--- src/common/board_macros.svh ---
/*
 * Board timing constants: reset hold, switch debounce window,
 * addressable LED bit timing and LED chain length
 */

`ifndef BOARD_MACROS_SVH
`define BOARD_MACROS_SVH

// Core reset hold after both reset sources release
`define RST_HOLD_CYCLES 16

// Stable cycles before a debounced switch group changes
`define DEBOUNCE_CYCLES 4

// LED bit period and high times for a 0 and a 1
`define WS_BIT_CYCLES 10
`define WS_T0H_CYCLES 3
`define WS_T1H_CYCLES 7

// Low gap that latches a frame into the chain
`define WS_LATCH_CYCLES 50

`define WS_PIXELS 2

`endif

--- src/common/board_pkg.sv ---
/*
 * Board side types: navigation and user switch groups,
 * protection mode and the switch that selects it
 */

package board_pkg;

  // Joystick style navigation switches
  typedef logic [4:0] nav_sw_t;

  // User DIP switches, also mirrored onto the user LEDs
  typedef logic [7:0] usr_sw_t;

  // Memory protection mode shown on the cheri and legacy LEDs
  typedef enum logic {
    PROT_CHERI  = 1'b0,
    PROT_LEGACY = 1'b1
  } prot_mode_e;

  // User switch sampled once after reset for the mode
  localparam int USR_SW_MODE_BIT = 7;

endpackage

--- src/common/ws281x_pkg.sv ---
/*
 * Addressable LED chain types: pixel colour in wire order,
 * colour table for the navigation switches and bits per pixel
 */

package ws281x_pkg;

  localparam int RGB_BITS = 24;

  // Field order is the order on the wire, msb first
  typedef struct packed {
    logic [7:0] g;
    logic [7:0] r;
    logic [7:0] b;
  } rgb_t;

  localparam rgb_t COLOUR_OFF = '{g: 8'h00, r: 8'h00, b: 8'h00};

  // One entry per navigation switch, index 0 first
  localparam rgb_t COLOUR_TABLE [5] = '{
    '{g: 8'h00, r: 8'h40, b: 8'h00},
    '{g: 8'h40, r: 8'h00, b: 8'h00},
    '{g: 8'h00, r: 8'h00, b: 8'h40},
    '{g: 8'h20, r: 8'h20, b: 8'h00},
    '{g: 8'h10, r: 8'h10, b: 8'h10}
  };

endpackage

--- src/hdl/board_rst_ctrl.sv ---
/*
 * Core reset controller: button synchroniser and hold counter
 */

`timescale 1ns/1ps
`include "board_macros.svh"

module board_rst_ctrl (
  input  logic clk_sys,
  input  logic rst_sys_n,
  input  logic rst_btn_n_i,
  output logic rst_core_n_o
);

  localparam int HoldW = $clog2(`RST_HOLD_CYCLES + 1);

  logic [1:0]       btn_sync_q;
  logic [HoldW-1:0] hold_cnt_q;
  logic             release_q;

  // Button is active low, so the sync chain idles at one
  always_ff @(posedge clk_sys or negedge rst_sys_n) begin
    if (!rst_sys_n) begin
      btn_sync_q <= 2'b11;
    end else begin
      btn_sync_q <= {btn_sync_q[0], rst_btn_n_i};
    end
  end

  // Counter restarts for as long as the button is held
  always_ff @(posedge clk_sys or negedge rst_sys_n) begin
    if (!rst_sys_n) begin
      hold_cnt_q <= '0;
      release_q  <= 1'b0;
    end else if (!btn_sync_q[1]) begin
      hold_cnt_q <= '0;
      release_q  <= 1'b0;
    end else if (hold_cnt_q != HoldW'(`RST_HOLD_CYCLES)) begin
      hold_cnt_q <= hold_cnt_q + 1'b1;
    end else begin
      release_q <= 1'b1;
    end
  end

  // Pressed button pulls the core into reset without waiting a cycle
  assign rst_core_n_o = release_q & btn_sync_q[1];

endmodule

--- src/hdl/switch_debounce.sv ---
/*
 * Switch group synchroniser, debouncer and polarity inverter,
 * shared by every switch group through a type parameter
 */

`timescale 1ns/1ps
`include "board_macros.svh"

module switch_debounce #(
  parameter type sw_t = logic [7:0]
) (
  input  logic clk_sys,
  input  logic rst_sys_n,
  input  sw_t  sw_n_i,
  output sw_t  sw_o,
  output logic settled_o
);

  localparam int CntW = $clog2(`DEBOUNCE_CYCLES + 1);

  sw_t             sync1_q;
  sw_t             sync2_q;
  sw_t             cand_q;
  logic [CntW-1:0] stable_cnt_q;
  sw_t             sw_q;
  logic            settled_q;

  // Whole group is synchronised together so a diagonal press stays coherent
  always_ff @(posedge clk_sys or negedge rst_sys_n) begin
    if (!rst_sys_n) begin
      sync1_q <= '1;
      sync2_q <= '1;
    end else begin
      sync1_q <= sw_n_i;
      sync2_q <= sync1_q;
    end
  end

  always_ff @(posedge clk_sys or negedge rst_sys_n) begin
    if (!rst_sys_n) begin
      cand_q       <= '1;
      stable_cnt_q <= '0;
      sw_q         <= '0;
      settled_q    <= 1'b0;
    end else if (sync2_q != cand_q) begin
      // Any change restarts the window
      cand_q       <= sync2_q;
      stable_cnt_q <= '0;
    end else if (stable_cnt_q != CntW'(`DEBOUNCE_CYCLES - 1)) begin
      stable_cnt_q <= stable_cnt_q + 1'b1;
    end else begin
      sw_q      <= sw_t'(~cand_q);
      settled_q <= 1'b1;
    end
  end

  assign sw_o      = sw_q;
  assign settled_o = settled_q;

endmodule

--- src/hdl/board_status.sv ---
/*
 * Board status: protection mode latch, user and mode LEDs,
 * LED chain colour picked from the navigation switches
 */

`timescale 1ns/1ps

module board_status (
  input  logic               clk_sys,
  input  logic               rst_sys_n,
  input  board_pkg::nav_sw_t nav_sw_i,
  input  board_pkg::usr_sw_t usr_sw_i,
  input  logic               usr_settled_i,
  output board_pkg::usr_sw_t usr_led_o,
  output logic               led_cheri_o,
  output logic               led_legacy_o,
  output ws281x_pkg::rgb_t   colour_o
);

  import board_pkg::*;
  import ws281x_pkg::*;

  logic       mode_decided_q;
  prot_mode_e mode_q;
  rgb_t       colour_d;
  rgb_t       colour_q;

  // Mode is taken from the first settled switch value and then held
  always_ff @(posedge clk_sys or negedge rst_sys_n) begin
    if (!rst_sys_n) begin
      mode_decided_q <= 1'b0;
      mode_q         <= PROT_CHERI;
    end else if (usr_settled_i && !mode_decided_q) begin
      mode_decided_q <= 1'b1;
      mode_q         <= usr_sw_i[USR_SW_MODE_BIT] ? PROT_LEGACY : PROT_CHERI;
    end
  end

  assign led_cheri_o  = (mode_q == PROT_CHERI);
  assign led_legacy_o = (mode_q == PROT_LEGACY);
  assign usr_led_o    = usr_sw_i;

  // Walk down from the top so the lowest pressed switch wins
  always_comb begin
    colour_d = COLOUR_OFF;
    for (int i = $bits(nav_sw_t) - 1; i >= 0; i--) begin
      if (nav_sw_i[i]) colour_d = COLOUR_TABLE[i];
    end
  end

  always_ff @(posedge clk_sys or negedge rst_sys_n) begin
    if (!rst_sys_n) begin
      colour_q <= COLOUR_OFF;
    end else begin
      colour_q <= colour_d;
    end
  end

  assign colour_o = colour_q;

endmodule

--- src/ws281x/ws281x_frame_seq.sv ---
/*
 * LED chain frame sequencer: one colour for every pixel,
 * a new frame each time the driver returns to idle
 */

`timescale 1ns/1ps
`include "board_macros.svh"

module ws281x_frame_seq (
  input  logic             clk_sys,
  input  logic             rst_sys_n,
  input  ws281x_pkg::rgb_t colour_i,
  input  logic             drv_idle_i,
  output ws281x_pkg::rgb_t pix_o,
  output logic             pix_valid_o,
  output logic             pix_last_o,
  input  logic             pix_ack_i
);

  import ws281x_pkg::*;

  localparam int CntW = $clog2(`WS_PIXELS + 1);

  rgb_t            pix_q;
  logic            valid_q;
  logic [CntW-1:0] pix_cnt_q;
  logic            at_last;

  assign at_last = (pix_cnt_q == CntW'(`WS_PIXELS - 1));

  always_ff @(posedge clk_sys or negedge rst_sys_n) begin
    if (!rst_sys_n) begin
      valid_q   <= 1'b0;
      pix_cnt_q <= '0;
    end else if (!valid_q) begin
      // Next frame starts once the latch gap of the last one is over
      if (drv_idle_i) begin
        valid_q   <= 1'b1;
        pix_cnt_q <= '0;
      end
    end else if (pix_ack_i) begin
      if (at_last) valid_q <= 1'b0;
      else         pix_cnt_q <= pix_cnt_q + 1'b1;
    end
  end

  // Colour is held for the whole frame
  always_ff @(posedge clk_sys) begin
    if (!valid_q && drv_idle_i) pix_q <= colour_i;
  end

  assign pix_o       = pix_q;
  assign pix_valid_o = valid_q;
  assign pix_last_o  = valid_q & at_last;

endmodule

--- src/ws281x/ws281x_drv.sv ---
/*
 * Single wire LED driver: serialises pixels msb first as
 * pulse width coded bits and ends each frame with a low latch gap
 */

`timescale 1ns/1ps
`include "board_macros.svh"

module ws281x_drv (
  input  logic             clk_sys,
  input  logic             rst_sys_n,
  input  ws281x_pkg::rgb_t data_i,
  input  logic             data_valid_i,
  input  logic             data_last_i,
  output logic             data_ack_o,
  output logic             idle_o,
  output logic             dout_o
);

  import ws281x_pkg::*;

  localparam int CycMax = (`WS_LATCH_CYCLES > `WS_BIT_CYCLES) ?
                          `WS_LATCH_CYCLES : `WS_BIT_CYCLES;
  localparam int CycW   = $clog2(CycMax + 1);
  localparam int BitW   = $clog2(RGB_BITS);

  typedef enum logic [1:0] {
    DRV_IDLE,
    DRV_SEND,
    DRV_LATCH
  } drv_state_e;

  drv_state_e          state_q;
  logic [CycW-1:0]     cyc_q;
  logic [BitW-1:0]     bit_idx_q;
  logic [RGB_BITS-1:0] shift_q;
  logic                last_q;
  logic                bit_end;
  logic                pix_end;
  logic                take;
  logic [CycW-1:0]     high_cycles;

  assign bit_end = (cyc_q == CycW'(`WS_BIT_CYCLES - 1));
  assign pix_end = bit_end && (bit_idx_q == BitW'(RGB_BITS - 1));

  // Pixel is taken from idle, or back to back at the end of a non-last pixel
  assign take = data_valid_i &&
                ((state_q == DRV_IDLE) || ((state_q == DRV_SEND) && pix_end && !last_q));

  always_ff @(posedge clk_sys or negedge rst_sys_n) begin
    if (!rst_sys_n) begin
      state_q   <= DRV_IDLE;
      cyc_q     <= '0;
      bit_idx_q <= '0;
      last_q    <= 1'b0;
    end else if (take) begin
      state_q   <= DRV_SEND;
      cyc_q     <= '0;
      bit_idx_q <= '0;
      last_q    <= data_last_i;
    end else begin
      case (state_q)
        DRV_SEND: begin
          if (pix_end) begin
            // Last pixel done, or the sequencer ran dry
            state_q <= DRV_LATCH;
            cyc_q   <= '0;
          end else if (bit_end) begin
            cyc_q     <= '0;
            bit_idx_q <= bit_idx_q + 1'b1;
          end else begin
            cyc_q <= cyc_q + 1'b1;
          end
        end
        DRV_LATCH: begin
          if (cyc_q == CycW'(`WS_LATCH_CYCLES - 1)) begin
            state_q <= DRV_IDLE;
            cyc_q   <= '0;
          end else begin
            cyc_q <= cyc_q + 1'b1;
          end
        end
        default: ;
      endcase
    end
  end

  always_ff @(posedge clk_sys) begin
    if (take) begin
      shift_q <= data_i;
    end else if ((state_q == DRV_SEND) && bit_end) begin
      shift_q <= {shift_q[RGB_BITS-2:0], 1'b0};
    end
  end

  assign high_cycles = shift_q[RGB_BITS-1] ? CycW'(`WS_T1H_CYCLES) : CycW'(`WS_T0H_CYCLES);

  // High part sits at the start of each bit period
  assign dout_o     = (state_q == DRV_SEND) && (cyc_q < high_cycles);
  assign data_ack_o = take;
  assign idle_o     = (state_q == DRV_IDLE);

endmodule

--- src/hdl/sonata_board_top.sv ---
/*
 * Board shell top level: reset controller, switch debouncers,
 * status and mode logic, and the addressable LED chain
 */

`timescale 1ns/1ps

module sonata_board_top (
  input  logic                clk_sys,
  input  logic                rst_sys_n,
  input  logic                rst_btn_n_i,
  input  board_pkg::nav_sw_t  nav_sw_n_i,
  input  board_pkg::usr_sw_t  usr_sw_n_i,
  output board_pkg::usr_sw_t  usr_led_o,
  output logic                led_bootok_o,
  output logic                led_cheri_o,
  output logic                led_legacy_o,
  output logic                rgbled_o
);

  import board_pkg::*;
  import ws281x_pkg::*;

  logic    rst_core_n;
  nav_sw_t nav_sw;
  usr_sw_t usr_sw;
  logic    usr_settled;
  rgb_t    colour;
  rgb_t    pix;
  logic    pix_valid;
  logic    pix_last;
  logic    pix_ack;
  logic    drv_idle;
  logic    drv_dout;

  board_rst_ctrl board_rst_ctrl_inst (
    .clk_sys      (clk_sys),
    .rst_sys_n    (rst_sys_n),
    .rst_btn_n_i  (rst_btn_n_i),
    .rst_core_n_o (rst_core_n)
  );

  // Boot ok lights once the core leaves reset
  assign led_bootok_o = rst_core_n;

  switch_debounce #(
    .sw_t (nav_sw_t)
  ) nav_debounce_inst (
    .clk_sys   (clk_sys),
    .rst_sys_n (rst_core_n),
    .sw_n_i    (nav_sw_n_i),
    .sw_o      (nav_sw),
    .settled_o ()
  );

  switch_debounce #(
    .sw_t (usr_sw_t)
  ) usr_debounce_inst (
    .clk_sys   (clk_sys),
    .rst_sys_n (rst_core_n),
    .sw_n_i    (usr_sw_n_i),
    .sw_o      (usr_sw),
    .settled_o (usr_settled)
  );

  board_status board_status_inst (
    .clk_sys       (clk_sys),
    .rst_sys_n     (rst_core_n),
    .nav_sw_i      (nav_sw),
    .usr_sw_i      (usr_sw),
    .usr_settled_i (usr_settled),
    .usr_led_o     (usr_led_o),
    .led_cheri_o   (led_cheri_o),
    .led_legacy_o  (led_legacy_o),
    .colour_o      (colour)
  );

  ws281x_frame_seq ws281x_frame_seq_inst (
    .clk_sys     (clk_sys),
    .rst_sys_n   (rst_core_n),
    .colour_i    (colour),
    .drv_idle_i  (drv_idle),
    .pix_o       (pix),
    .pix_valid_o (pix_valid),
    .pix_last_o  (pix_last),
    .pix_ack_i   (pix_ack)
  );

  ws281x_drv ws281x_drv_inst (
    .clk_sys      (clk_sys),
    .rst_sys_n    (rst_core_n),
    .data_i       (pix),
    .data_valid_i (pix_valid),
    .data_last_i  (pix_last),
    .data_ack_o   (pix_ack),
    .idle_o       (drv_idle),
    .dout_o       (drv_dout)
  );

  // Level shifter on the board inverts the LED data line
  assign rgbled_o = ~drv_dout;

endmodule

--- config.mk ---
export PLATFORM = sky130hd
export DESIGN_NAME = sonata_board_top
export DESIGN_NICKNAME = d
export VERILOG_FILES = /design/src/common/board_pkg.sv /design/src/common/ws281x_pkg.sv /design/src/hdl/board_rst_ctrl.sv /design/src/hdl/switch_debounce.sv /design/src/hdl/board_status.sv /design/src/ws281x/ws281x_frame_seq.sv /design/src/ws281x/ws281x_drv.sv /design/src/hdl/sonata_board_top.sv
export VERILOG_INCLUDE_DIRS = /design/src /design/src/common
export SDC_FILE = /design/constraint.sdc
export NUM_CORES = 1
export LEC_CHECK = 0
export BUFFER_PORTS_ARGS = -buffer_cell sky130_fd_sc_hd__buf_2
export CAP_MARGIN = 20
export CELL_PAD_IN_SITES_DETAIL_PLACEMENT = 0
export CELL_PAD_IN_SITES_GLOBAL_PLACEMENT = 1
export CORE_MARGIN = 1
export CORE_UTILIZATION = 53
export CTS_BUF_LIST = sky130_fd_sc_hd__clkbuf_4
export CTS_CLUSTER_SIZE = 28
export DETAILED_ROUTE_END_ITERATION = 8
export PLACE_DENSITY_LB_ADDON = 0.3
export SKIP_CTS_REPAIR_TIMING = 1
export SYNTH_ARGS = -nofsm -noshare
export SYNTH_HDL_FRONTEND = slang
export SYNTH_HIERARCHICAL = 1
export SYNTH_SLANG_ARGS = --single-unit
--- constraint.sdc ---
create_clock -name clk_sys -period 4.1 [get_ports clk_sys]
set_input_delay 0.615 -clock clk_sys [delete_from_list [all_inputs] [get_ports clk_sys]]
set_output_delay 0.615 -clock clk_sys [all_outputs]
set_load 0.02 [all_outputs]
==> results by stage <==
Outcome:
- The flow ran to the end, and the final reports show no timing, DRC or antenna violations.

Placed design:
- Prior to clock tree synthesis, the placed netlist has a worst setup slack of about 1600 ps.
- Summed over all nets, the half-perimeter wirelength after detailed placement is ~5000 microns.
- The routability congestion estimate from global placement is approximately 0.83.
- The number of buffers added on ports is 27.

Detailed routing:
- The detailed-route wire length is ~7700 microns.
- The pre-antenna-repair detailed-routing pass consisted of 4 iterations.
- Dividing the detail-routed wire length by the instance count gives 13.3 microns.
- The number of design-rule violations left by the first detailed-router iteration is approximately 130.
- The via count of the routed design is 2875.
- The count of nets left with antenna violations after detail routing is 0.
- The count of unresolved DRC violations after routing is 0.
- Dividing the detail-routed via count by the number of cells gives between 4 and 5.

Timing:
- The hold violation count in the final report came to 0.
- Setup repair after global routing left no endpoint under its margin.
- The worst path meets setup with 1530 ps of slack.
- In the final timing run, aggregate negative setup slack is 0 ps.
- The clock arrives with roughly 24 ps of skew.
- After layout, the worst path uses between 60% and 70% of the clock period.
- The achievable frequency is ~0.4 GHz.
- The worst path needs around 2600 ps of the cycle, external delays included.
- The slew at the pin closest to its max-slew limit is 862 ps.
- The worst slew margin relative to its limit is a little over two fifths.
- Across all hold checks on the routed design, the worst slack comes to approximately 180 ps.
- The max-slew violation total from the final report is 0.
- Setup violations remaining at the end of the flow were counted as 0.

Global routing:
- Summed over all layers, the global routing overflow is 0.
- The via count of the first global-routing pass is around 2900.
- Entering global routing, the biggest net connects between 70 and 80 pins.
- The initial antenna violation count was 0.
- The first global-routing pass estimated 13300 microns of wire.
- The total routing usage reported by global routing is around 16%.

Floorplanning:
- 28 I/O pins were placed.
- The area enclosed by the die boundary is between 10000 and 15000 sq um.
- Measured along the x axis, the die boundary spans approximately 110 microns.
- The floorplan row count is 37.
- For this configuration, the core starts out at a cell density of roughly 55%.
- The core region area is roughly 10000 sq um.
- From bottom edge to top edge, the die measures roughly 110 microns.

Final layout:
- Cells with a size suffix above 1 make up between 20% and 30% of the layout.
- The area growth from synthesis to layout is 5.66%.
- The number of antenna diodes in the final layout is 0.
- The final layout contains around 450 nets.
- For this run, the share of the core covered by cells in the final layout is 58.5%.

Clock network:
- The number of clock sinks is between 100 and 150.
- TritonCTS built the clock tree.
- The H-tree generated during clock tree synthesis spans 4 levels.
- The number of clock buffers added by TritonCTS is 17.
- The worst-case clock buffer depth is 2.
- In this run the clock root is driven by a clkbuf_4.
- Clock-pin slew was measured on the worst setup and hold paths at about 110 ps.
- Clock latency on the worst-skew pair, taken at its later pin, is between 500 and 600 ps.

Synthesis:
- Synthesis handed over a netlist of slightly above 400 instances.
- The Yosys warning count is 6.
- The post-synthesis area per instance is approximately 14 sq um.
- The mapped netlist covers between 5000 and 6000 sq um.

Min path:
- The worst hold path belongs to the class primary input to register.

Pwr:
- The peak ir drop on the vdd network is roughly 0.30 mV.
- The sum of internal, switching and leakage power is 0.00231 W.
- The reported leakage power is between 2 and 3 nW.
- For this design the ratio of total power to cell area is 377 nW/um^2.

Critical path:
- The worst setup path is captured at a register.
- At the worst endpoint, the required time is between 4000 and 5000 ps.
- STA classifies the critical path startpoint as a register.
- The largest fanout of any net on the critical path is 34.
- The register-to-register setup slack is ~1500 ps.
- The data arrival time of the worst path is 2760 ps.
- The setup path with the least slack is of type register to register.

Flow run:
- The max-cap check violation count is 0.
[critical path, cell delays in order, from the launching register on]
cell and delay [ps]:
dfrtp_1 420, inv_1 70, ha_1 170, nor4b_4 470
nand4_4 240, nand2_4 400, or2_1 170, buf_4 290
[power by group]
group | internal, W | leakage [nW] | switching, W
Combinational | 0.0000211 | 0.979 | 0.0000175
Clock | 0.000319 | 0.147 | 0.000464
Sequential | 0.00147 | 1.51 | 0.0000170
Total | 0.00181 | 2.64 | 0.000498
[layer usage]
layer	up-vias	global-route usage, %	share of wire, %
met2	50	23.9	48
met4	0	9.30	2.0
met1	1392	20.1	46
met3	13	4.92	3.9
met5	-	0	0
li1	1420	-	-
[worst paths after layout]
kind	start	end	depth (start not counted)
min in group asynchronous	board_rst_ctrl_inst/release_q	ws281x_drv_inst/bit_idx_q[3]	1
min	usr_sw_n_i[5]	usr_debounce_inst/sync1_q[5]	1
max in group asynchronous	board_rst_ctrl_inst/btn_sync_q[1]	ws281x_frame_seq_inst/pix_valid_o	2
max reg2reg	ws281x_drv_inst/cyc_q[1]	ws281x_drv_inst/shift_q[8]	7
min reg2reg	board_rst_ctrl_inst/release_q	ws281x_drv_inst/bit_idx_q[3]	1
max	ws281x_drv_inst/cyc_q[1]	ws281x_drv_inst/shift_q[8]	7
[through the flow]
stage	instances	area, sq um
after floorplan	428	5850
after global placement	542	5850
after detailed placement	542	5850
after CTS	574	6100
after global routing	576	6120
final	576	6120
[flip-flops by register name, summed over array words and instances, names as in the netlist, 3 cells and up]
register	flops
board_rst_ctrl_inst/hold_cnt_q	5
ws281x_frame_seq_inst/pix_o	24
nav_debounce_inst/sync2_q	5
usr_debounce_inst/sw_o	8
nav_debounce_inst/stable_cnt_q	3
usr_debounce_inst/stable_cnt_q	3
ws281x_drv_inst/bit_idx_q	5
nav_debounce_inst/cand_q	5
nav_debounce_inst/sync1_q	5
ws281x_drv_inst/cyc_q	6
board_status_inst/colour_o	5
nav_debounce_inst/sw_o	5
usr_debounce_inst/sync1_q	8
ws281x_drv_inst/shift_q	24
usr_debounce_inst/sync2_q	8
usr_debounce_inst/cand_q	8
[placed cells by master, fill, tap and decap left out, drive strengths merged, types with 10 or more instances in the layout]
cell type / count
xor2: 12
edfxtp: 48
inv: 25
buf: 30
mux2: 24
ha: 11
clkbuf: 20
dfstp: 41
dfrtp: 50
conb: 16
mux2i: 16
nand3: 10
nand2: 20
nor2: 14
[area by class of cell]
class	instances	area, sq um
fillers	882	4340
flip-flops and latches	139	3770
multi-input cells	215	1670
repair buffers	31	175
well taps	136	170
clock buffers	20	150
clock inverters	12	100
inverters	23	86.3
Note: power is estimated with default switching activity, not from simulation.
